<file path="src/verilog/soc_bus_pkg.sv">
package soc_bus_pkg;

   // One master request, held steady until ready
   typedef struct packed
   {
      logic        valid;
      logic [31:0] addr;
      logic [31:0] wdata;
      logic [3:0]  wstrb;   // Zero means read
   } bus_req_t;

   // One device response
   typedef struct packed
   {
      logic        ready;
      logic [31:0] rdata;
   } bus_rsp_t;

   // One select bit per device
   typedef struct packed
   {
      logic ram;
      logic led;
      logic uart;
      logic timer;
      logic prng;
   } dev_sel_t;

   // Address map
   localparam logic [31:0] RAM_BASE   = 32'h0000_0000;   // Low 4 KiB
   localparam logic [31:0] TIMER_ADDR = 32'hFFFF_0030;
   localparam logic [31:0] UART_ADDR  = 32'hFFFF_0040;   // Data, status at +4
   localparam logic [31:0] PRNG_ADDR  = 32'hFFFF_0050;
   localparam logic [31:0] LED_ADDR   = 32'hFFFF_0060;

   // Read value for holes in the map
   localparam logic [31:0] UNMAPPED_DATA = 32'hDEAD_BEEF;

endpackage

</file>
<file path="src/verilog/led_port.sv">
`timescale 1ns/1ps

module led_port import soc_bus_pkg::*;
(
   input  logic       CLOCK,
   input  logic       rst_n,
   input  bus_req_t   bus_req,
   input  logic       sel,
   output bus_rsp_t   rsp,
   output logic [7:0] leds
);

   logic ready_q;
   logic access;

   assign access = sel && !ready_q;   // First edge of a request only

   always_ff @(posedge CLOCK)
   begin
      if (!rst_n)
      begin
         ready_q <= 1'b0;
         leds    <= 8'd0;
      end
      else
      begin
         ready_q <= access;
         if (access && bus_req.wstrb[0])
            leds <= bus_req.wdata[7:0];   // Lane 0 only
      end
   end

   assign rsp.ready = ready_q;
   assign rsp.rdata = {24'd0, leds};

endmodule

</file>
<file path="config.mk">
export PLATFORM = sky130hd
export DESIGN_NAME = led_port
export DESIGN_NICKNAME = d
export VERILOG_FILES = /design/src/verilog/soc_bus_pkg.sv /design/src/verilog/led_port.sv
export SDC_FILE = /design/constraint.sdc
export NUM_CORES = 1
export LEC_CHECK = 0
export ABC_AREA = 1
export ABC_CLOCK_PERIOD_IN_PS = 1200
export BUFFER_PORTS_ARGS = -buffer_cell sky130_fd_sc_hd__buf_4
export CORE_AREA = 2 2 52 54
export CTS_BUF_LIST = sky130_fd_sc_hd__clkbuf_8
export CTS_CLUSTER_SIZE = 12
export DETAILED_ROUTE_END_ITERATION = 7
export DIE_AREA = 0 0 54 56
export GPL_ROUTABILITY_DRIVEN = 1
export PLACE_DENSITY = 0.87
export SYNTH_ARGS = -nofsm -noshare
export SYNTH_HDL_FRONTEND = slang
export SYNTH_SLANG_ARGS = --single-unit
</file>
<file path="constraint.sdc">
create_clock -name CLOCK -period 1.2 [get_ports CLOCK]
set_clock_uncertainty 0.05 [all_clocks]
set_input_delay 0.06 -clock CLOCK [delete_from_list [all_inputs] [get_ports CLOCK]]
set_output_delay 0.06 -clock CLOCK [all_outputs]
set_load 0.03 [all_outputs]
</file>
==> impl_metrics.ini <==
[synthesis]
synth_area_um2 = 633
yosysSeqAreaShare_pct = 28.5
synthCells = 88
synth_top_area_share_pct = 40.3
synth_seq_cells = 9
avgSynthCellArea_um2 = 7.19
synthTopCellsByArea = buf_4 40%, dfxtp_1 28%, nor2_1 9.5%
ys.warnings.count = 0
synth_top_area_cell = buf_4
synthDistinctLibCells = 11

[sta]
holdWs_ps = 3.44
setup-tns-final_ps = 0
grt_setup_unrepaired = false
finalWorstSetupSlack_ps = 290
fmax_ghz = 1.10
min_period_ps = 910
slew_viol_final = 0
hold_viol = 0
fin_crit_sh_pct = 75.9
setup_violations = 0

[placement]
placed_area_um2 = 701
io_buffers = 28
gp_congestion = 0.604
preCtsSetupSlack_ps = 277
dp_cells = 134
hpwl_um = 828

[layout]
final-seq-area_um2 = 180
drive_gt1_share_pct = 31.5
nNetsFinal = 184
insertedDiodeCount = 0
fillers = 282
layout_common_cells = 28 x buf_4, 24 x conb_1, 16 x nor2_1, 14 x nand2_1
layoutNonFillerInstCount = 141
multi_input_area_um2 = 239
finish.instance_area_um2 = 776
synthToLayoutAreaGrowth_pct = 22.5
final_common_cell = buf_4

[routing]
met1_length_um = 357
first_pass_iters = 3
viasPerCell = 3.40
met3_length_um = 224
drc = 0
avgRoutedWirePerCell_um = 7.51
dr.first_iter.drc_count = 4
via_count = 480
wirelength_um = 1060
ant_nets = 0
routed.top_layer = met3
route.met2.wl_um = 477

[clocking]
ctsResizeCount = 0
numCtsBuffers = 3
post_cts_buffers = 0
clock_sinks = 9
clockBufferDepth = 2
cts_tree = built
cts_max_level = 1
clk_pin_slew_worst_paths_ps = 50
cts_root_buffer = clkbuf_8
clock_latency_ps = 230

[critical_path]
endpoint_kind = flip-flop
required_ps = 1270
worstSetupPathType = reg -> reg
crit_arrival_ps = 980
worst-path-max-fanout = 16
cp-start-kind = flip-flop

[floorplan]
core.rowCount = 18
start_util_pct = 26.0
die_w_um = 54
dieArea_mm2 = 0.00302
die_y_um = 56
core-area_mm2 = 0.00243
pin_count = 113

[power]
power_leakage_nw = 0.457
peakVddDrop_uv = 891
power_density_mw_per_mm2 = 1290

[flow_run]
maxCapViolations = 0

[global_routing]
overflow = 0
antenna_found_initial = 0
grt_use_total_pct = 7.25
grt_pass1_vias = 367
grt_pass1_wl_um = 1550
grt_start_max_net_pins = 17

[worst_hold_path]
hold_class = in -> reg

[run_status]
status = complete, no violations
-- metal layers --
layer,GRT usage [%],vias to the layer above
met2,11.7,45
met1,7.47,190
met3,6.45,0
li1,-,245
met4,0,0
met5,0,-
-- metrics by stage --
step           util (%)  total power, mW
6_report           31.9             1.00
5_1_grt            31.9             1.07
4_1_cts            31.9             1.02
3_5_place_dp       28.8            0.662
3_3_place_gp       28.8            0.658
2_1_floorplan         -            0.658
-- critical path, cell delays in order, from the launching register on --
cell	delay, ps
dfxtp_1	310
inv_2	70
nand3_4	170
nor2_1	150
nor2_1	50
-- flip-flops by register name (all words and copies together), names as in the netlist --
| register | count |
|---|---|
| leds | 8 |
| ready_q | 1 |
-- cells in the mapped netlist --
cell type,instances
buf_4,34
nor2_1,16
nand2_1,14
dfxtp_1,9
inv_1,8
nand2_2,2
and3_1,1
buf_6,1
conb_1,1
inv_2,1
nand3_4,1
-- report_power, final --
group / leakage [nW] / switching [mW] / internal [mW]
sequential: 0.0742 / 0.0144 / 0.321
clock: 0.0269 / 0.118 / 0.223
combinational: 0.356 / 0.232 / 0.0954
-- final timing paths --
kind | start | to | slack [ps] | cells after the start
worst min-delay path | bus_req[10] | leds[6] | 3 | 3
worst max-delay path | ready_q | leds[5] | 290 | 4
worst min register to register | leds[0] | leds[0] | 480 | 4
worst max register to register | ready_q | leds[5] | 290 | 4
-- cells by family (layout without fill, tap and decap cells) --
kind of cell | count (synthesis) | after routing | share of synthesized area, %
buffers and inverters | 44 | 44 | 47.4
DFF | 9 | 9 | 28.5
other | 1 | 24 | 0.592
and+or+nand+nor | 34 | 34 | 23.5
-- repair_timing --
item                                    in CTS  in global routing
hold endpoints to repair                     3                  0
endpoints found under the setup margin       0                  0
hold buffers                                 3                  0
-- final cells by class --
cell class | instances | share of cell area (%)
clock buffers | 3 | 5.32
clock inverters | 1 | 0.484
inverters | 9 | 4.35
multi-input cells | 58 | 30.8
flip-flops and latches | 9 | 23.2
well taps | 30 | 4.84
repair buffers | 31 | 31.0
Note: power is estimated with default switching activity, not from simulation.
