$ cat config.mk
export PLATFORM = sky130hd
export DESIGN_NAME = countdown_timer
export DESIGN_NICKNAME = d
export VERILOG_FILES = /design/src/verilog/soc_bus_pkg.sv /design/src/verilog/countdown_timer.sv
export SDC_FILE = /design/constraint.sdc
export NUM_CORES = 1
export LEC_CHECK = 0
export BUFFER_PORTS_ARGS = -buffer_cell sky130_fd_sc_hd__buf_2
export CORE_MARGIN = 2
export CORE_UTILIZATION = 25
export CTS_BUF_LIST = sky130_fd_sc_hd__clkbuf_4
export DETAILED_ROUTE_END_ITERATION = 8
export MAX_ROUTING_LAYER = met4
export PLACE_DENSITY = 0.58
export SLEW_MARGIN = 20
export SYNTH_ARGS = -nofsm -noshare
export SYNTH_HDL_FRONTEND = slang
export SYNTH_SLANG_ARGS = --single-unit
$ cat constraint.sdc
create_clock -name CLOCK -period 2.5 [get_ports CLOCK]
set_clock_uncertainty 0.1 [all_clocks]
set_input_delay 0.375 -clock CLOCK [delete_from_list [all_inputs] [get_ports CLOCK]]
set_output_delay 0.375 -clock CLOCK [all_outputs]
set_load 0.05 [all_outputs]
$ cat src/verilog/soc_bus_pkg.sv
package soc_bus_pkg;

   // One master request, held steady until ready
   typedef struct packed
   {
      logic        valid;
      logic [31:0] addr;
      logic [31:0] wdata;
      logic [3:0]  wstrb;   // Zero means read
   } bus_req_t;

   // One device response
   typedef struct packed
   {
      logic        ready;
      logic [31:0] rdata;
   } bus_rsp_t;

   // One select bit per device
   typedef struct packed
   {
      logic ram;
      logic led;
      logic uart;
      logic timer;
      logic prng;
   } dev_sel_t;

   // Address map
   localparam logic [31:0] RAM_BASE   = 32'h0000_0000;   // Low 4 KiB
   localparam logic [31:0] TIMER_ADDR = 32'hFFFF_0030;
   localparam logic [31:0] UART_ADDR  = 32'hFFFF_0040;   // Data, status at +4
   localparam logic [31:0] PRNG_ADDR  = 32'hFFFF_0050;
   localparam logic [31:0] LED_ADDR   = 32'hFFFF_0060;

   // Read value for holes in the map
   localparam logic [31:0] UNMAPPED_DATA = 32'hDEAD_BEEF;

endpackage

$ cat src/verilog/countdown_timer.sv
`timescale 1ns/1ps

module countdown_timer import soc_bus_pkg::*;
(
   input  logic     CLOCK,
   input  logic     rst_n,
   input  bus_req_t bus_req,
   input  logic     sel,
   output bus_rsp_t rsp
);

   logic        ready_q;
   logic        access;
   logic        write;
   logic [31:0] count;
   logic [31:0] load_value;

   assign access = sel && !ready_q;
   assign write  = access && (bus_req.wstrb != 4'd0);

   // Strobed bytes from the bus, the rest from the current count
   always_comb
   begin
      load_value = count;
      for (int i = 0; i < 4; i++)
      begin
         if (bus_req.wstrb[i])
            load_value[i*8 +: 8] = bus_req.wdata[i*8 +: 8];
      end
   end

   always_ff @(posedge CLOCK)
   begin
      if (!rst_n)
      begin
         ready_q <= 1'b0;
         count   <= 32'd0;
      end
      else
      begin
         ready_q <= access;
         if (write)
            count <= load_value;
         else if (count != 32'd0)
            count <= count - 32'd1;   // Sticks at zero
      end
   end

   assign rsp.ready = ready_q;
   assign rsp.rdata = count;

endmodule

==> impl_metrics.toml <==
[outcome]
outcome = "completed"

[global_routing]
antenna_found_initial = 0
grt_usage_pct = 16.91
grt_pass1_wl_mm = 13.25
grt_start_max_net_pins = 29
grt_pass1_vias = 2592
grt.overflow.total = 0

[route]
drt-initial-drc-count = 215
routedWlPerCell_um = 16.56
via_per_inst = 5.584
drc = 0
dr.pass1.iters = 5
routed_wl_mm = 8.394
vias = 2831
detail-route-antenna-nets = 0

[floorplan]
start_util_pct = 25.43
die_area_mm2 = 0.01010
row_count = 35
die_w_um = 100.5
fp.dieH_um = 100.5
core_mm2 = 0.009153
pin_count = 105

[sta]
rsz0062_at_grt = "yes"
finalCritPeriodShare_pct = 99.59
fin_crit_ns = 2.490
max_freq_mhz = 401.6
fin_setup_tns_ns = 0
setup_viol = 0
tightest_slew_ns = 0.9914
maxSlewViolCount = 0
hold_viol_final = 0
relSlewSlack_pct = 33.40

[clock_network]
clkLatencyLatePin_ns = 0.35
cts_buffer_depth = 2
root_buffer = "clkbuf_4"
htreeDepth = 2
clk_pin_slew_ns = 0.12
cts_made_buffers = 5
cts_hold_buf = 0
clock_sinks = 33
cts_tree = "done"

[synthesis]
synth_most_common_cell = "dfxtp_1"
async_flop_share_pct = 0
postSynthAreaPerCell_um2 = 7.943
yosys.area.top_type = "dfxtp_1"
synth_area_mm2 = 0.002327
ys_seq_elements = 33
seq_area_frac_synth_pct = 28.39
synth_edf_count = 0
yosysWarnings = 0
synthFlopType = "dfxtp_1"
syn_nets = 366
synth_area_leaders = "dfxtp_1 28%, nor3_1 4.9%, a31oi_1 4.6%"
synth_top_area_share_pct = 28.39
yosysUniqueCellTypes = 57
yosys-top-cells-count = "33 x dfxtp_1, 26 x nor2_1, 23 x nand2_1, 23 x nor3_1, 18 x o21ai_0"
syn_inst = 293

[setup_path]
critical_path_class = "reg -> reg"
endpoint_kind = "register"
cp-start-kind = "register"
cp.required_ns = 2.66
cp.arrival_ns = 2.65
path_max_fanout = 9

[final_layout]
drive_gt1_share_pct = 37.88
nets = 469
antenna_cells = 0
final_core_util_pct = 34.75
area_growth_pct = 36.67
final_area_mm2 = 0.003181

[placed_design]
place_congestion = 0.8738
io_buffers = 71
place.detailed.hpwl_mm = 6.296
placed_cell_area_mm2 = 0.003057

[min_path]
hold_path_class = "in -> reg"

[job]
maxCapViolCount = 0

[pwr]
power_density_mw_per_mm2 = 648.5
ir_drop_v = 0.0002186
power.leakage_nw = 1.294
p_total_mw = 2.063
[per-layer routing]
metal / wire [um] / vias up / part of all wire, % / GRT usage (%)
met1: 3936 / 1338 / 47 / 23.26
met2: 3858 / 102 / 46 / 26.12
met4: 92 / 0 / 1.1 / 3.793
li1: - / 1379 / - / -
met3: 506 / 12 / 6.0 / 2.774
met5: 0 / - / 0 / -
[what timing repair did]
action,4_1_cts,5_1_grt
resized for setup,3,6
setup endpoints to repair,3,14
pin swaps,2,3
cloned,1,0
buffers inserted,1,4
[worst max-delay path, stage by stage, from the launching register on]
cell,delay [ns]
dfxtp_4,0.36
inv_4,0.06
ha_4,0.12
or4b_4,0.46
or4_4,0.52
o32a_4,0.44
and3_4,0.18
a31o_1,0.17
[flip-flops by register name, indices dropped and copies added (netlist names)]
name	flops
ready_q	1
count	32
[metrics by stage]
| stage | cells | worst slack, ns | hold WS, ns |
|---|---|---|---|
| after floorplan | 293 | -0.08709 | 0.4345 |
| after global placement | 494 | -0.002767 | 0.3973 |
| after detailed placement | 494 | -0.03817 | 0.4014 |
| after CTS | 503 | -0.004802 | 0.1947 |
| after global routing | 507 | -0.05114 | 0.1976 |
| final | 507 | 0.01016 | 0.1970 |
[power by group]
| group | leakage, nW | total, mW | internal (mW) | switching [mW] |
|---|---|---|---|---|
| clock network | 0.0292 | 0.302 | 0.113 | 0.189 |
| logic | 0.990 | 1.10 | 0.402 | 0.702 |
| registers | 0.274 | 0.657 | 0.589 | 0.0685 |
| total | 1.29 | 2.06 | 1.10 | 0.959 |
[layout by cell type (no fill, tap or decap), drive strengths merged, types with 4 or more instances in the layout]
cell | Yosys | layout
a31oi | 17 | 17
inv | 4 | 4
and3 | 5 | 5
o311ai | 10 | 10
nor3 | 23 | 23
o21a | 5 | 5
clkbuf | 13 | 6
buf | 6 | 116
and2 | 4 | 4
dfxtp | 33 | 33
o21ai | 18 | 18
nand4 | 10 | 10
nand2 | 23 | 23
a21oi | 14 | 14
or4 | 6 | 6
o31ai | 10 | 10
nor4 | 13 | 13
a221oi | 5 | 5
nor2 | 26 | 26
[final cells by class]
type / count / area (um2)
Tap cell: 111 / 138.9
Sequential cell: 33 / 674.4
Clock buffer: 6 / 45.04
Timing Repair Buffer: 116 / 713.2
Inverter: 4 / 20.02
Multi-Input combinational cell: 236 / 1585
Clock inverter: 1 / 3.754
Fill cell: 980 / 5972
[logic make-up (layout without fill, tap and decap cells)]
logic type / Yosys count / in the layout / synth area share, %
AOI/OAI and AO/OA: 104 / 104 / 32.04
muxes: 2 / 2 / 0.8602
xor gates and xnor gates: 1 / 1 / 0.3764
buffers and inverters: 24 / 127 / 5.913
DFF: 33 / 33 / 28.39
and+or+nand+nor: 128 / 128 / 31.88
adders and majority gates: 1 / 1 / 0.5375
[worst paths after layout]
path | from | end | slack (ns) | cells past startpoint
worst max register to register | count[0] | count[31] | 0.01 | 7
worst max-delay path | count[0] | count[31] | 0.01 | 7
worst min-delay path | bus_req[23] | count[19] | 0.20 | 3
worst min register to register | count[1] | count[1] | 0.41 | 2
No activity file was read; power rests on OpenSTA's default activity.
