==> src/verilog/soc_bus_pkg.sv <==
package soc_bus_pkg;

   // One master request, held steady until ready
   typedef struct packed
   {
      logic        valid;
      logic [31:0] addr;
      logic [31:0] wdata;
      logic [3:0]  wstrb;   // Zero means read
   } bus_req_t;

   // One device response
   typedef struct packed
   {
      logic        ready;
      logic [31:0] rdata;
   } bus_rsp_t;

   // One select bit per device
   typedef struct packed
   {
      logic ram;
      logic led;
      logic uart;
      logic timer;
      logic prng;
   } dev_sel_t;

   // Address map
   localparam logic [31:0] RAM_BASE   = 32'h0000_0000;   // Low 4 KiB
   localparam logic [31:0] TIMER_ADDR = 32'hFFFF_0030;
   localparam logic [31:0] UART_ADDR  = 32'hFFFF_0040;   // Data, status at +4
   localparam logic [31:0] PRNG_ADDR  = 32'hFFFF_0050;
   localparam logic [31:0] LED_ADDR   = 32'hFFFF_0060;

   // Read value for holes in the map
   localparam logic [31:0] UNMAPPED_DATA = 32'hDEAD_BEEF;

endpackage

==> src/verilog/uart_transmitter.sv <==
`timescale 1ns/1ps

module uart_transmitter import soc_bus_pkg::*;
#(
   parameter int CLKS_PER_BIT = 16
)
(
   input  logic     CLOCK,
   input  logic     rst_n,
   input  bus_req_t bus_req,
   input  logic     sel,
   output bus_rsp_t rsp,
   output logic     uart_tx
);

   localparam int CNT_W = (CLKS_PER_BIT > 1) ? $clog2(CLKS_PER_BIT) : 1;
   localparam logic [CNT_W-1:0] LAST_CLK = CNT_W'(CLKS_PER_BIT - 1);

   logic             ready_q;
   logic             access;
   logic             start;
   logic [31:0]      rdata_q;
   logic             busy;
   logic [9:0]       shift_q;    // Stop, data, start; bit 0 on the line
   logic [3:0]       bit_cnt;
   logic [CNT_W-1:0] clk_cnt;

   assign access = sel && !ready_q;

   // Data word write while idle; a busy write is acked and lost
   assign start = access && !bus_req.addr[2] && (bus_req.wstrb != 4'd0) && !busy;

   always_ff @(posedge CLOCK)
   begin
      if (!rst_n)
      begin
         ready_q <= 1'b0;
         rdata_q <= 32'd0;
         busy    <= 1'b0;
         shift_q <= 10'h3FF;
         bit_cnt <= 4'd0;
         clk_cnt <= '0;
      end
      else
      begin
         ready_q <= access;
         if (access)
            rdata_q <= bus_req.addr[2] ? {31'd0, busy} : 32'd0;   // Status in bit 0

         if (start)
         begin
            busy    <= 1'b1;
            shift_q <= {1'b1, bus_req.wdata[7:0], 1'b0};
            bit_cnt <= 4'd0;
            clk_cnt <= '0;
         end
         else if (busy)
         begin
            if (clk_cnt == LAST_CLK)
            begin
               clk_cnt <= '0;
               if (bit_cnt == 4'd9)
                  busy <= 1'b0;   // End of the stop bit
               else
               begin
                  shift_q <= {1'b1, shift_q[9:1]};
                  bit_cnt <= bit_cnt + 4'd1;
               end
            end
            else
               clk_cnt <= clk_cnt + 1'b1;
         end
      end
   end

   // Line idles high between frames
   assign uart_tx = busy ? shift_q[0] : 1'b1;

   assign rsp.ready = ready_q;
   assign rsp.rdata = rdata_q;

endmodule

==> config.mk <==
export PLATFORM = sky130hd
export DESIGN_NAME = uart_transmitter
export DESIGN_NICKNAME = d
export VERILOG_FILES = /design/src/verilog/soc_bus_pkg.sv /design/src/verilog/uart_transmitter.sv
export SDC_FILE = /design/constraint.sdc
export NUM_CORES = 1
export LEC_CHECK = 0
export ABC_CLOCK_PERIOD_IN_PS = 1600
export BUFFER_PORTS_ARGS = -buffer_cell sky130_fd_sc_hd__buf_2
export CAP_MARGIN = 20
export CORE_MARGIN = 5
export CORE_UTILIZATION = 33
export CTS_CLUSTER_SIZE = 24
export DETAILED_ROUTE_END_ITERATION = 8
export PLACE_DENSITY = 0.75
export SYNTH_ARGS = -nofsm -noshare
export SYNTH_HDL_FRONTEND = slang
export SYNTH_SLANG_ARGS = --single-unit
==> constraint.sdc <==
create_clock -name CLOCK -period 1.6 [get_ports CLOCK]
set_clock_uncertainty 0.2 [all_clocks]
set_input_delay 0.4 -clock CLOCK [delete_from_list [all_inputs] [get_ports CLOCK]]
set_output_delay 0.4 -clock CLOCK [all_outputs]
set_load 0.02 [all_outputs]
==> summary.txt <==
Setup WS pre-CTS: -0.3863 ns
Port Buffer Count: 18
clock root buffer: clkbuf_4
Unique masters post-synth: 29
FFs w/ async S/R, synth: 0%
Critical Path RT: 1.61 ns
via count: 904
Detailed Route Iter0 Violations: 8
synth warn: 0
clock latency on the worst-skew pair: 0.31 ns
placed cell area: 1260 sq um
first-pass GRT wire length: 3.325 mm
largest net degree at the start of global routing: 13
Layout Area Growth over Synthesis: 24.03%
Final #Nets: 242
Post-CTS Hold Buffers: 0
Slew Viols, Final: 0
depth of the CTS H-tree: 1
Hold Crit Depth: 2
crit path launch: busy
detailed placement HPWL: 1.644 mm
grt total ovfl: 0
Routed WL: 2.390 mm
Die W: 69.45 um
min-delay worst type: in -> reg
Hold WS: 0.1121 ns
power density over the cells: 788.8 nW/um^2
Fmax: 0.6278 GHz
Tot Pwr: 1141 uW
depth of the most critical reg-to-reg path: 4
Final WS setup: 0.007256 ns
GPL Wtd Cong: 0.7386
antenna-violating nets left: 0
IO Count: 106
Num CTS Buffers: 3
die area: 4823 sq um
Max rail drop VDD: 0.4018 mV
ANT cells: 0
static leakage: 0.0006256 uW
fillers: 340
outcome: completed
worst reg2reg path startpoint: busy
unrepaired setup endpoints after global routing: yes
largest cells by area after synthesis: dfxtp_1, buf_4, mux2i_1
vias in the first global route: 789
Avg WL per Cell: 11.27 um
Core Area: 3390 sq um
critical path's slowest cell: or4_4
Seq/Total Area, Yosys: 34.33%
Seq cells post-synth: 20
top cell type's share of synthesized area: 34.33%
CP Launch Type: flip-flop
Via-to-Cell Ratio: 4.264
CTS tree: built
Final Setup Violations: 0
drt pass-1 iters: 4
Syn Inst Count: 132
CP arrival: 1.60 ns
Max stage delay on crit path: 0.55 ns
Die Span Y: 69.45 um
Initial Utilization: 34.40%
post-route cell area: 1446 sq um
Syn Area/Cell: 8.834 sq um
MaxCap Viol Count: 0
CP cell instances: or4_4 -> buf_4 -> nor3_1 -> a21oi_1
Synth area leader: dfxtp_1
number of flops mapped to enable cells by yosys: 0
min Tclk post-route: 1.593 ns
fin util: 42.67%
total track usage: 8.426%
final hold viol count: 0
Setup CP Type: reg -> reg
initial antenna violation count: 0
Row Count: 21
Tcrit/Tclk final: 99.55%
Synth Flop Type: dfxtp_1
Mapped Area: 1166 sq um
clk slew on worst S/H paths: 0.12 ns
clk sinks: 20
share of post-route cells with drive strength above 1: 38.55%
Critical Path Sink Type: flip-flop
drt drc: 0
Clock Tree Buf Depth: 2
CP max FO: 5
setup slack on the worst flop-to-flop path: 0.007 ns
WHS Endpoint: shift_q[8]
reg2reg end: shift_q[7]
hold_sp: rst_n
[critical path: cells and delay by family (launching register included)]
kind	cells	cell delay, ns
flops	1	0.38
simple gates	2	0.68
buf+inv	1	0.18
compound gates	1	0.05
[per-layer routing]
metal	up-vias	share of wire [%]	global-route usage, %
met5	-	0	0
met4	0	1.5	3.254
met3	4	7.2	2.609
met2	32	52	14.83
met1	419	39	9.391
li1	449	-	-
[worst max-delay path by stage]
stage / end / slack, ns / cells past startpoint
finish: shift_q[7] / 0.007 / 4
global route: shift_q[1] / -0.08 / 4
CTS: uart_tx / -0.03 / 3
detailed placement: shift_q[2] / -0.39 / 6
global placement: shift_q[1] / -0.34 / 6
floorplan: shift_q[7] / 0.01 / 7
[cell usage after synthesis, types with 2 or more instances]
master / n
a21oi_1: 11
dfxtp_1: 20
buf_4: 33
nand3_1: 2
o21ai_0: 4
buf_6: 2
xor2_1: 2
inv_1: 2
xnor2_1: 2
ha_1: 3
nor3_1: 8
nor2_1: 13
mux2i_1: 9
nand2_1: 5
nor4_1: 2
[flip-flops by register name, indices dropped and copies added (netlist names)]
register and cells:
shift_q 9, bit_cnt 4, clk_cnt 4, busy 1
rdata_q 1, ready_q 1
[area by class of cell]
type | instances | area [sq um] | share of cell area [%]
Inverter | 2 | 7.507 | 0.5190
Tap cell | 46 | 57.56 | 3.979
Clock inverter | 1 | 30.03 | 2.076
Clock buffer | 3 | 22.52 | 1.557
Timing Repair Buffer | 37 | 257.7 | 17.82
Multi-Input combinational cell | 103 | 661.9 | 45.76
Sequential cell | 20 | 409.1 | 28.29
[logic make-up (layout without fill, tap and decap cells)]
logic type | Yosys count | in the layout | synth area share, %
AND/OR/NAND/NOR | 39 | 39 | 17.06
adder cells (fa/ha/maj) | 3 | 3 | 3.219
other | 1 | 31 | 0.3216
buffers and inverters | 39 | 43 | 25.86
multiplexers | 10 | 10 | 8.691
XOR/XNOR | 4 | 4 | 3.005
flip-flops | 20 | 20 | 34.33
AO/OA/AOI/OAI | 16 | 16 | 7.510
[through the flow]
step,std cells,setup TNS [ns]
floorplan,162,0
global placement,204,-3.896
detailed placement,204,-4.572
CTS,208,-0.05978
global route,212,-0.6033
finish,212,0
[power breakdown]
group / total, uW / internal, uW / switching [uW]
clock: 420 / 254 / 166
sequential: 528 / 515 / 12.1
combinational: 193 / 63.1 / 130
[layout by cell type (no fill, tap or decap), types with 3 or more instances in the layout]
master	synthesis	final
conb_1	1	31
buf_2	0	17
dfxtp_1	20	15
buf_4	33	15
nor2_1	13	12
a21oi_1	11	11
mux2i_1	9	9
nand2_1	5	5
nor3_2	0	5
o21ai_0	4	4
dfxtp_2	0	4
buf_6	2	4
clkbuf_4	0	3
[what timing repair did]
action | 4_1_cts | 5_1_grt
gates resized for setup | 6 | 22
gates cloned | 0 | 1
endpoints found under the setup margin | 16 | 18
buffers inserted | 0 | 3
pin swaps | 0 | 5
(Power assumes the default switching activity.)
