**src/verilog/soc_bus_pkg.sv**
```systemverilog
package soc_bus_pkg;

   // One master request, held steady until ready
   typedef struct packed
   {
      logic        valid;
      logic [31:0] addr;
      logic [31:0] wdata;
      logic [3:0]  wstrb;   // Zero means read
   } bus_req_t;

   // One device response
   typedef struct packed
   {
      logic        ready;
      logic [31:0] rdata;
   } bus_rsp_t;

   // One select bit per device
   typedef struct packed
   {
      logic ram;
      logic led;
      logic uart;
      logic timer;
      logic prng;
   } dev_sel_t;

   // Address map
   localparam logic [31:0] RAM_BASE   = 32'h0000_0000;   // Low 4 KiB
   localparam logic [31:0] TIMER_ADDR = 32'hFFFF_0030;
   localparam logic [31:0] UART_ADDR  = 32'hFFFF_0040;   // Data, status at +4
   localparam logic [31:0] PRNG_ADDR  = 32'hFFFF_0050;
   localparam logic [31:0] LED_ADDR   = 32'hFFFF_0060;

   // Read value for holes in the map
   localparam logic [31:0] UNMAPPED_DATA = 32'hDEAD_BEEF;

endpackage

```
**src/verilog/bus_decoder.sv**
```systemverilog
`timescale 1ns/1ps

module bus_decoder import soc_bus_pkg::*;
(
   input  logic     CLOCK,
   input  logic     rst_n,
   input  bus_req_t bus_req,
   output dev_sel_t sel,
   input  bus_rsp_t ram_rsp,
   input  bus_rsp_t led_rsp,
   input  bus_rsp_t uart_rsp,
   input  bus_rsp_t timer_rsp,
   input  bus_rsp_t prng_rsp,
   output bus_rsp_t bus_rsp
);

   logic hit_ram;
   logic hit_led;
   logic hit_uart;
   logic hit_timer;
   logic hit_prng;
   logic unmapped;
   logic unmapped_ready;

   // Address windows
   assign hit_ram   = bus_req.addr[31:12] == RAM_BASE[31:12];
   assign hit_led   = bus_req.addr == LED_ADDR;
   assign hit_uart  = bus_req.addr[31:3] == UART_ADDR[31:3];   // Data and status words
   assign hit_timer = bus_req.addr == TIMER_ADDR;
   assign hit_prng  = bus_req.addr == PRNG_ADDR;

   assign sel.ram   = bus_req.valid && hit_ram;
   assign sel.led   = bus_req.valid && hit_led;
   assign sel.uart  = bus_req.valid && hit_uart;
   assign sel.timer = bus_req.valid && hit_timer;
   assign sel.prng  = bus_req.valid && hit_prng;

   assign unmapped = bus_req.valid && !(hit_ram || hit_led || hit_uart || hit_timer || hit_prng);

   // Answer holes once, one cycle late, like a device would
   always_ff @(posedge CLOCK)
   begin
      if (!rst_n)
         unmapped_ready <= 1'b0;
      else
         unmapped_ready <= unmapped && !unmapped_ready;
   end

   // Select still holds while the response is up
   always_comb
   begin
      if (sel.ram)
         bus_rsp = ram_rsp;
      else if (sel.led)
         bus_rsp = led_rsp;
      else if (sel.uart)
         bus_rsp = uart_rsp;
      else if (sel.timer)
         bus_rsp = timer_rsp;
      else if (sel.prng)
         bus_rsp = prng_rsp;
      else
      begin
         bus_rsp.ready = unmapped_ready;
         bus_rsp.rdata = UNMAPPED_DATA;
      end
   end

endmodule

```
**config.mk**
```make
export PLATFORM = sky130hd
export DESIGN_NAME = bus_decoder
export DESIGN_NICKNAME = d
export VERILOG_FILES = /design/src/verilog/soc_bus_pkg.sv /design/src/verilog/bus_decoder.sv
export SDC_FILE = /design/constraint.sdc
export NUM_CORES = 1
export LEC_CHECK = 0
export BUFFER_PORTS_ARGS = -buffer_cell sky130_fd_sc_hd__buf_2
export CAP_MARGIN = 10
export CORE_AREA = 4 4 103 105
export DETAILED_ROUTE_END_ITERATION = 8
export DIE_AREA = 0 0 107 109
export GPL_TIMING_DRIVEN = 0
export PLACE_DENSITY_LB_ADDON = 0.12
export SLEW_MARGIN = 20
export SYNTH_ARGS = -nofsm -noshare
export SYNTH_HDL_FRONTEND = slang
export SYNTH_SLANG_ARGS = --single-unit
```
**constraint.sdc**
```tcl
create_clock -name CLOCK -period 2.9 [get_ports CLOCK]
set_input_delay 0.58 -clock CLOCK [delete_from_list [all_inputs] [get_ports CLOCK]]
set_output_delay 0.58 -clock CLOCK [all_outputs]
set_load 0.01 [all_outputs]
```
==> summary.txt, run 1 <==
Global route
  • GRT Overall Usage: 0.173
  • Vias in the first global route: between 3000 and 4000
  • Initial antenna violation count: 0
  • Largest net degree at the start of global routing: 11
  • First-pass GRT wire length: 16200 um
  • GR Overflow Total: 0

Cells and area
  • Fill count: around 1100
  • Final core occ: 0.359
  • Largest register FFs: 1
  • # diodes: 0
  • Non-Filler Cell Area, Final: 0.00346 sq mm
  • P&R area growth vs syn: 131%
  • Layout cells sized above 1: 0.698
  • Cell Count, Final, Fillers Out: a little over 600
  • Biggest regs: unmapped_ready x1
  • Nets: 721
  • Top reg by flops: unmapped_ready

Die
  • Initial core utilization: 0.156
  • DIE AREA: around 0.012 sq mm
  • Die span in x: ~110 um
  • Rows: 36
  • I/O pins: ~270
  • Core ar.: just under 0.01 sq mm
  • Die H: roughly 110 um

Timing
  • RSZ-0062 raised after global routing: true
  • Slew HR: 0.649
  • Fmax: approximately 320 MHz
  • Final Hold Viols: 0
  • Final min period: between 3 and 4 ns
  • Final Cycle Share: 1.07
  • # setup viols final: 34
  • Slew Viols, Final: 0
  • Final TNS setup: -4.98 ns
  • Crit path setup slack, layout: -0.197 ns
  • Clk_skew: 0 ns
  • Worst-margin pin slew: roughly 0.52 ns

Routing
  • Via count: ~3000
  • WL/cell: roughly 18 um
  • DRC: 0
  • DRT iter0 DRCs: 123
  • Antenna viol nets, final: 0
  • Final WL: roughly 11000 um
  • Drt first pass iters: 6
  • Drt via density: just under 5

Status
  • Status: complete, but fails checks
  • Failing checks: setup timing

Power
  • Net Switching: around 110 uW
  • Cell Int Power: roughly 150 uW
  • PD cells: approximately 76 mW/mm^2
  • Leakage: 0.00149 uW
  • Sw Share: 0.422
  • Logic pwr share: 0.942
  • Max IR drop VDD: roughly 0.055 mV
  • Clock power share: 0
  • Sequential power share: 0.058

Place
  • I/O Buffers: between 200 and 250
  • Post-DP Area: about 0.0029 sq mm
  • Cell total after placement: about 600
  • Final GP Congestion: 0.840
  • DP HPWL: around 9200 um
  • Pre-CTS setup slack: -0.584 ns

Yosys
  • Synth Warn #: 0
  • Mapped Area: around 0.0015 sq mm
  • Main flop type after synthesis: dfxtp_1
  • Synth area leader: o22ai_1
  • Mapped Nets: about 470
  • Ranking of synthesized cells by area: o22ai_1 (15%), o22a_1 (14%), o22ai_2 (11%)
  • Synth unique cells: 39
  • EDFF count, synth: 0
  • Mean post-synth cell area: ~6.4 sq um
  • Syn Inst Count: between 200 and 250
  • Yosys top cell area share: 0.150
  • Seq cells post-synth: 1
  • Async set or reset register ratio after synthesis: 0
  • Register area share after synthesis: 0.0133

Worst setup path
  • Worst Path Buf+Inv: 4
  • Setup CP Type: input pin to output pin
  • CP cell instances: buf_8 -> or4_4 -> or4_4 -> buf_12 -> clkbuf_16 -> o22ai_4 -> a21oi_2 -> o22a_1 -> buf_2
  • Data arrival, critical path: 2.52 ns
  • CP top delay family: simple AND/OR/NAND/NOR gates
  • Worst stage delay on the critical path: between 0.5 and 0.6 ns
  • Startpoint types: input pin
  • Crit-path slowest cell: or4_4
  • Crit end category: output pin
  • Most used cell, CP: or4_4
  • CP Max Fanout: 8
  • Data required, critical path: ~2.3 ns

Hold path
  • Hold WC Path Type: register to register

Clocking
  • Clock slew at reported path FFs: 0 ns
  • # hold bufs at CTS: 0
  • Worst-Skew Late Latency: 0 ns

Job
  • Max cap viols: 0
==> cells by family after synthesis <==
logic type | synth area share
compound gates | 0.646
simple gates | 0.219
flops | 0.0133
xor+xnor | 0.00583
buf+inv | 0.108
mux | 0.00750
==> cell type report <==
| type | instances | area [sq um] | area share |
|---|---|---|---|
| buffer | 21 | 179 | 0.0517 |
| timing repair buffer | 253 | 1420 | 0.409 |
| inverter | 7 | 27.5 | 0.00795 |
| sequential | 1 | 20.0 | 0.00578 |
| tap | 133 | 166 | 0.0481 |
| multi-input combinational | 201 | 1650 | 0.477 |
==> cell usage in the layout, fill, tap and decap left out, types with 8 or more instances in the layout <==
cell type  instances
a21oi_1           22
a21oi_2            9
buf_2            230
buf_4             13
buf_6             10
nand2_1           16
o21ai_2            9
o22a_1            24
o22ai_1           25
o22ai_2           16
o22ai_4            8
==> metrics by stage <==
stage               hold slack (ns)  power [uW]
finish                        0.532         265
global route                  0.560         289
CTS                           0.528         250
detailed placement            0.523         229
global placement              0.518         225
floorplan                     0.471        70.9
==> cells in the mapped netlist (5+ instances only) <==
cell type / number
a21oi_1: 31
nand4_1: 5
inv_1: 6
nor4_1: 7
nor2_1: 10
clkbuf_1: 15
o22a_1: 24
o22ai_2: 13
o21ai_0: 17
nand2_1: 16
a221oi_1: 7
or4_1: 5
nand3_1: 5
o22ai_1: 36
==> power by group through the flow <==
stage               Clock [uW]  Combinational, uW  Sequential (uW)
global route                 0                274             15.4
CTS                          0                234             15.3
detailed placement           0                214             15.3
global placement             0                210             15.3
finish                       0                249             15.3
floorplan                    0               55.9             15.0
==> worst reg2reg max path, stage by stage (launching register included) <==
cell	delay, ns
dfxtp_1	0.29
nand4b_1	0.17
a31oi_1	0.14
==> layer usage <==
| metal | wire (um) | part of all wire | up-vias | global-route usage |
|---|---|---|---|---|
| met5 | 0 | 0 | - | 0 |
| met4 | 36 | 0.0032 | 0 | 0.0137 |
| met3 | 1010 | 0.089 | 2 | 0.0296 |
| met2 | 5790 | 0.51 | 175 | 0.339 |
| met1 | 4510 | 0.40 | 1373 | 0.205 |
| li1 | - | - | 1458 | - |
==> repair_timing <==
action	in CTS	in global routing
endpoints found under the setup margin	38	36
buffers inserted	11	4
gates resized for setup	83	39
pin swaps	15	17
hold endpoints to repair	0	0
cloned	2	1
==> final timing paths <==
kind | from | end | slack, ns | cells past startpoint
worst max-delay path | bus_req[36] | bus_rsp[3] | -0.20 | 9
worst max register to register | unmapped_ready | unmapped_ready | 2.21 | 2
worst min-delay path | unmapped_ready | unmapped_ready | 0.53 | 2
worst min register to register | unmapped_ready | unmapped_ready | 0.53 | 2
Note: power is estimated with default switching activity, not from simulation.
==> run 2: changes to the inputs <==
CAP_MARGIN = 15   (was 10)
clock period = 3.3 ns   (was 2.9 ns; I/O delays follow)
==> summary.txt, run 2 (synthesis gave the netlist of run 1 again) <==
Timing
  • # setup viols final: 6 (was 34)
  • Crit path setup slack, layout: -0.0242 ns (was -0.197 ns)
  • Slew HR: 0.438 (was 0.649)
  • Slew Viols, Final: 0 (unchanged)
  • Fmax: ~300 MHz
  • Final Cycle Share: 1.01
  • Final min period: about 3.3 ns
  • Worst-margin pin slew: 0.837 ns (was 0.522 ns)
  • Clk_skew: 0 ns (unchanged)
  • Final TNS setup: -0.0774 ns (was -4.98 ns)
  • RSZ-0062 raised after global routing: true (unchanged)
  • Final Hold Viols: 0 (unchanged)
  • Hold Worst Slack: 0.524 ns (was 0.532 ns)

Cells and area
  • Most frequent cells in the layout: buf_2 (233), o22ai_1 (28), a21oi_1 (24), o22a_1 (24), nand2_1 (16) (was buf_2 (230), o22ai_1 (25), o22a_1 (24))
  • P&R area growth vs syn: 113% (was 131%)
  • Top reg by flops: unmapped_ready (unchanged)
  • Cell Count, Final, Fillers Out: 605 (was 616)
  • # diodes: 0 (unchanged)
  • Largest register FFs: 1 (unchanged)
  • Layout cells sized above 1: 0.631 (was 0.698)
  • Most common cell after layout, fill and taps aside: buf_2 (unchanged)
  • Nets: 710 (was 721)
  • Non-Filler Cell Area, Final: 0.00320 sq mm (was 0.00346 sq mm)
  • Biggest regs: unmapped_ready x1 (unchanged)

Worst setup path
  • R2r endpoint: unmapped_ready (unchanged)
  • CP Max Fanout: 5 (was 8)
  • Setup CP Type: input pin to output pin (unchanged)
  • R2R depth: 2 (unchanged)
  • Crit end category: output pin (unchanged)
  • Data required, critical path: 2.64 ns (was 2.32 ns)
  • Worst reg2reg startpoint: unmapped_ready (unchanged)
  • Worst R2R Setup Slack: 2.62 ns (was 2.21 ns)
  • Start point of the critical path: bus_req[37] (was bus_req[36])
  • Data arrival, critical path: 2.66 ns (was 2.52 ns)
  • Startpoint types: input pin (unchanged)

Hold path
  • Hold Path Origin: unmapped_ready (unchanged)
  • Hold Path End: unmapped_ready (unchanged)
  • Hold WC Path Type: register to register (unchanged)
  • Hold path depth: 2 (unchanged)

Place
  • Cell total after placement: 601 (unchanged)
  • I/O Buffers: 235 (unchanged)
  • Post-DP Area: 0.00285 sq mm (was 0.00286 sq mm)
  • Final GP Congestion: 0.811 (was 0.840)
  • DP HPWL: 8640 um (was 9210 um)
  • Pre-CTS setup slack: -0.347 ns (was -0.584 ns)

Global route
  • Initial antenna violation count: 0 (unchanged)
  • First-pass GRT wire length: 14900 um (was 16200 um)
  • GRT Overall Usage: 0.158 (was 0.173)
  • GR Overflow Total: 0 (unchanged)
  • Vias in the first global route: 2850 (was 3081)
  • Largest net degree at the start of global routing: 11 (unchanged)

Power
  • Leakage: 0.00140 uW (was 0.00149 uW)
  • Max IR drop VDD: 0.0455 mV (was 0.0552 mV)
  • Cell Int Power: 128 uW (was 153 uW)
  • PD cells: 68.0 mW/mm^2 (was 76.5 mW/mm^2)
  • Logic pwr share: 0.938 (was 0.942)
  • Sw Share: 0.412 (was 0.422)
  • Sequential power share: 0.062 (was 0.058)
  • Net Switching: 89.7 uW (was 112 uW)
  • Clock power share: 0 (about the same)

Die
  • Die span in x: 107 um (unchanged)
  • I/O pins: 274 (unchanged)
  • Die H: 109 um (unchanged)
  • Core ar.: 0.00964 sq mm (unchanged)
  • DIE AREA: 0.0117 sq mm (unchanged)
  • Initial core utilization: 0.156 (unchanged)
  • Rows: 36 (unchanged)

Routing
  • Via count: 2890 (was 3008)
  • Drt first pass iters: 4 (was 6)
  • Drt via density: 4.78 (was 4.88)
  • WL/cell: 17.4 um (was 18.4 um)
  • DRC: 0 (unchanged)
  • DRT iter0 DRCs: 106 (was 123)
  • Final WL: 10500 um (was 11300 um)
  • Antenna viol nets, final: 0 (unchanged)

Clocking
  • Worst-Skew Late Latency: 0 ns (about the same)
  • # hold bufs at CTS: 0 (unchanged)
  • Clock slew at reported path FFs: 0 ns (about the same)

Job
  • Max cap viols: 0 (unchanged)

Status
  • Failing checks: setup timing (unchanged)
  • Status: complete, but fails checks (unchanged)
## run 2: changes by cell type in the layout (fill, tap and decap cells not counted), sizes merged
cell	delta
buf	-13
clkbuf	+2
## run 2: routing by layer
layer / vias to the layer above / share of wire / track usage / wire length [um]
li1: 1444 / - / - / -
met1: 1275 / 0.39 / 0.187 / 4110
met2: 163 / 0.51 / 0.303 / 5380
met3: 8 / 0.089 / 0.0308 / 938
met4: 0 / 0.011 / 0.0192 / 113
met5: - / 0 / 0 / 0
## run 2: worst max-delay path by stage
stage	end	cells past startpoint
after floorplan	bus_rsp[17]	8
after global placement	bus_rsp[8]	6
after detailed placement	bus_rsp[8]	7
after CTS	bus_rsp[6]	10
after global routing	bus_rsp[0]	8
final	bus_rsp[9]	9
## run 2: critical path, stage by stage
cell and delay, ns:
buf_6 0.09, or4_4 0.53, or4_4 0.57, buf_12 0.18
clkbuf_16 0.16, o22ai_2 0.12, a21oi_1 0.06, o22a_1 0.16
buf_2 0.14
## run 2: power by group through the flow
stage | Clock, uW | Sequential [uW] | Combinational [uW]
6_report | 0 | 13.4 | 204
3_3_place_gp | 0 | 13.4 | 181
2_1_floorplan | 0 | 13.2 | 48.4
3_5_place_dp | 0 | 13.4 | 186
5_1_grt | 0 | 13.5 | 225
4_1_cts | 0 | 13.5 | 202
## run 2: timing repair
item / 4_1_cts / 5_1_grt
buffers inserted: 4 / 0
resized for setup: 46 / 25
endpoints found under the setup margin: 35 / 35
cloned: 1 / 2
pin swaps: 12 / 8
endpoints found under the hold margin: 0 / 0
## run 2: cell type report
class	count	area, sq um
repair buffers	242	1320
plain buffers	21	163
well taps	133	166
multi-input cells	201	1510
inverters	7	26.3
fillers	1112	6430
flip-flops and latches	1	20.0
## run 2: metrics by stage
step | util | power, uW
global route | 0.332 | 239
detailed placement | 0.296 | 199
CTS | 0.321 | 215
global placement | 0.295 | 195
floorplan | - | 61.6
finish | 0.332 | 218
==> run 3: changes to the inputs <==
BUFFER_PORTS_ARGS = not set   (was -buffer_cell sky130_fd_sc_hd__buf_2)
CORE_AREA = 4 4 104 106   (was 4 4 103 105)
DIE_AREA = 0 0 108 110   (was 0 0 107 109)
DONT_BUFFER_PORTS = 1   (was not set)
==> summary.txt, run 3 (synthesis gave the netlist of run 1 again) <==
Status
  • Status: finished, final reports clean (was complete, but fails checks)

Place
  • Pre-CTS setup slack: -0.252 ns (was -0.347 ns)
  • DP HPWL: 7730 um (was 8640 um)
  • I/O Buffers: 0 (was 235)
  • Post-DP Area: 0.00167 sq mm (was 0.00285 sq mm)
  • Final GP Congestion: 0.756 (was 0.811)

Power
  • Power Total: 81.2 uW (was 218 uW)
  • Max IR drop VDD: 0.0354 mV (was 0.0455 mV)
  • PD cells: 45.8 mW/mm^2 (was 68.0 mW/mm^2)
  • Leakage: 0.000390 uW (was 0.00140 uW)

Timing
  • Final Cycle Share: 0.991 (was 1.01)
  • Final Hold Viols: 0 (unchanged)
  • RSZ-0062 raised after global routing: true (unchanged)
  • Clk_skew: 0 ns (unchanged)
  • Hold Worst Slack: 0.510 ns (was 0.524 ns)
  • Final TNS setup: 0 ns (was -0.0774 ns)
  • Slew Viols, Final: 0 (unchanged)
  • Fmax: 306 MHz (was 301 MHz)
  • Slew HR: 0.482 (was 0.438)
  • # setup viols final: 0 (was 6)
  • Final min period: 3.27 ns (was 3.32 ns)
  • Worst-margin pin slew: 0.771 ns (was 0.837 ns)
  • Crit path setup slack, layout: 0.0312 ns (was -0.0242 ns)

Cells and area
  • Layout cells sized above 1: 0.181 (was 0.631)
  • Non-Filler Cell Area, Final: 0.00177 sq mm (was 0.00320 sq mm)
  • Biggest regs: unmapped_ready x1 (unchanged)
  • Largest register FFs: 1 (unchanged)
  • Top reg by flops: unmapped_ready (unchanged)
  • # diodes: 0 (unchanged)
  • Nets: 470 (was 710)
  • Most common cell after layout, fill and taps aside: o22ai_1 (was buf_2)
  • Fill count: 1138 (was 1112)
  • Most frequent cells in the layout: o22ai_1 (33), a21oi_1 (31), o22a_1 (24) (was buf_2 (233), o22ai_1 (28), a21oi_1 (24), o22a_1 (24), nand2_1 (16))
  • P&R area growth vs syn: 18.1% (was 113%)

Hold path
  • Hold WC Path Type: register to register (unchanged)

Worst setup path
  • Setup CP Type: input pin to output pin (unchanged)
  • Worst stage delay on the critical path: 0.53 ns (was 0.57 ns)
  • Startpoint types: input pin (unchanged)
  • CP Max Fanout: 10 (was 5)
  • Crit end category: output pin (unchanged)
  • CP cell instances: or4_1 -> buf_6 -> or4_4 -> buf_8 -> buf_12 -> o22ai_2 -> a21oi_1 -> o22a_1 (was buf_6 -> or4_4 -> or4_4 -> buf_12 -> clkbuf_16 -> o22ai_2 -> a21oi_1 -> o22a_1 -> buf_2)
  • Worst Path Buf+Inv: 3 (was 4)
  • CP top delay family: simple AND/OR/NAND/NOR gates (unchanged)
  • Data required, critical path: 2.64 ns (about the same)
  • Crit-path slowest cell: or4_1 (was or4_4)
  • Data arrival, critical path: 2.61 ns (was 2.66 ns)

Global route
  • Vias in the first global route: 2095 (was 2850)
  • Initial antenna violation count: 0 (unchanged)
  • Largest net degree at the start of global routing: 11 (unchanged)
  • GRT Overall Usage: 0.129 (was 0.158)
  • First-pass GRT wire length: 11900 um (was 14900 um)
  • GR Overflow Total: 0 (unchanged)

Routing
  • DRT iter0 DRCs: 97 (was 106)
  • Drt first pass iters: 4 (unchanged)
  • WL/cell: 24.5 um (was 17.4 um)
  • Via count: 2063 (was 2890)
  • Drt via density: 5.65 (was 4.78)
  • Final WL: 8940 um (was 10500 um)
  • DRC: 0 (unchanged)
  • Antenna viol nets, final: 0 (unchanged)

Die
  • Die H: 110 um (was 109 um)
  • Core ar.: 0.00977 sq mm (was 0.00964 sq mm)
  • I/O pins: 274 (unchanged)
  • Die span in x: 108 um (was 107 um)
  • Initial core utilization: 0.154 (was 0.156)
  • DIE AREA: 0.0119 sq mm (was 0.0117 sq mm)
  • Rows: 36 (unchanged)

Clocking
  • Worst-Skew Late Latency: 0 ns (about the same)
  • Clock slew at reported path FFs: 0 ns (about the same)
  • # hold bufs at CTS: 0 (unchanged)

Job
  • Max cap viols: 0 (unchanged)
==> run 3: worst register-to-register path, cell delays in order (launching register included) <==
cell      delay (ns)
dfxtp_1         0.29
nand4b_1        0.16
a31oi_1         0.15
==> run 3: layout make-up <==
cell class,count,area [sq um],area share
multi-input cells,201,1410,0.794
well taps,133,166,0.0939
plain buffers,22,145,0.0819
inverters,7,26.3,0.0148
flip-flops and latches,1,20.0,0.0113
repair buffers,1,7.51,0.00423
==> run 3: through the flow <==
stage | cells | util
2_1_floorplan | 233 | -
3_3_place_gp | 366 | 0.171
3_5_place_dp | 366 | 0.171
4_1_cts | 366 | 0.175
5_1_grt | 365 | 0.181
6_report | 365 | 0.181
==> run 3: repair_timing <==
item	in CTS	in global routing
hold endpoints to repair	0	0
setup endpoints to repair	30	30
buffers inserted	1	0
resized for setup	9	25
pin swaps	2	1
==> run 3: worst paths after layout <==
kind              slack [ns]             end  cells past startpoint           start
setup / recovery        0.03     bus_rsp[12]                      8     bus_req[37]
hold / removal          0.51  unmapped_ready                      2  unmapped_ready
setup reg to reg        2.63  unmapped_ready                      2  unmapped_ready
hold reg to reg         0.51  unmapped_ready                      2  unmapped_ready
==> run 3: routing by layer <==
layer | up-vias | global-route usage | share of wire
met1 | 937 | 0.144 | 0.37
li1 | 960 | - | -
met2 | 166 | 0.270 | 0.54
met4 | 0 | 0 | 0
met3 | 0 | 0.0210 | 0.083
met5 | - | 0 | 0
==> run 3: power breakdown <==
part / internal, uW / leakage [uW] / switching [uW]
clock: 0 / 0 / 0
sequential: 13.0 / 0.00000830 / 0.315
combinational: 28.1 / 0.000382 / 39.7
total: 41.2 / 0.000390 / 40.0
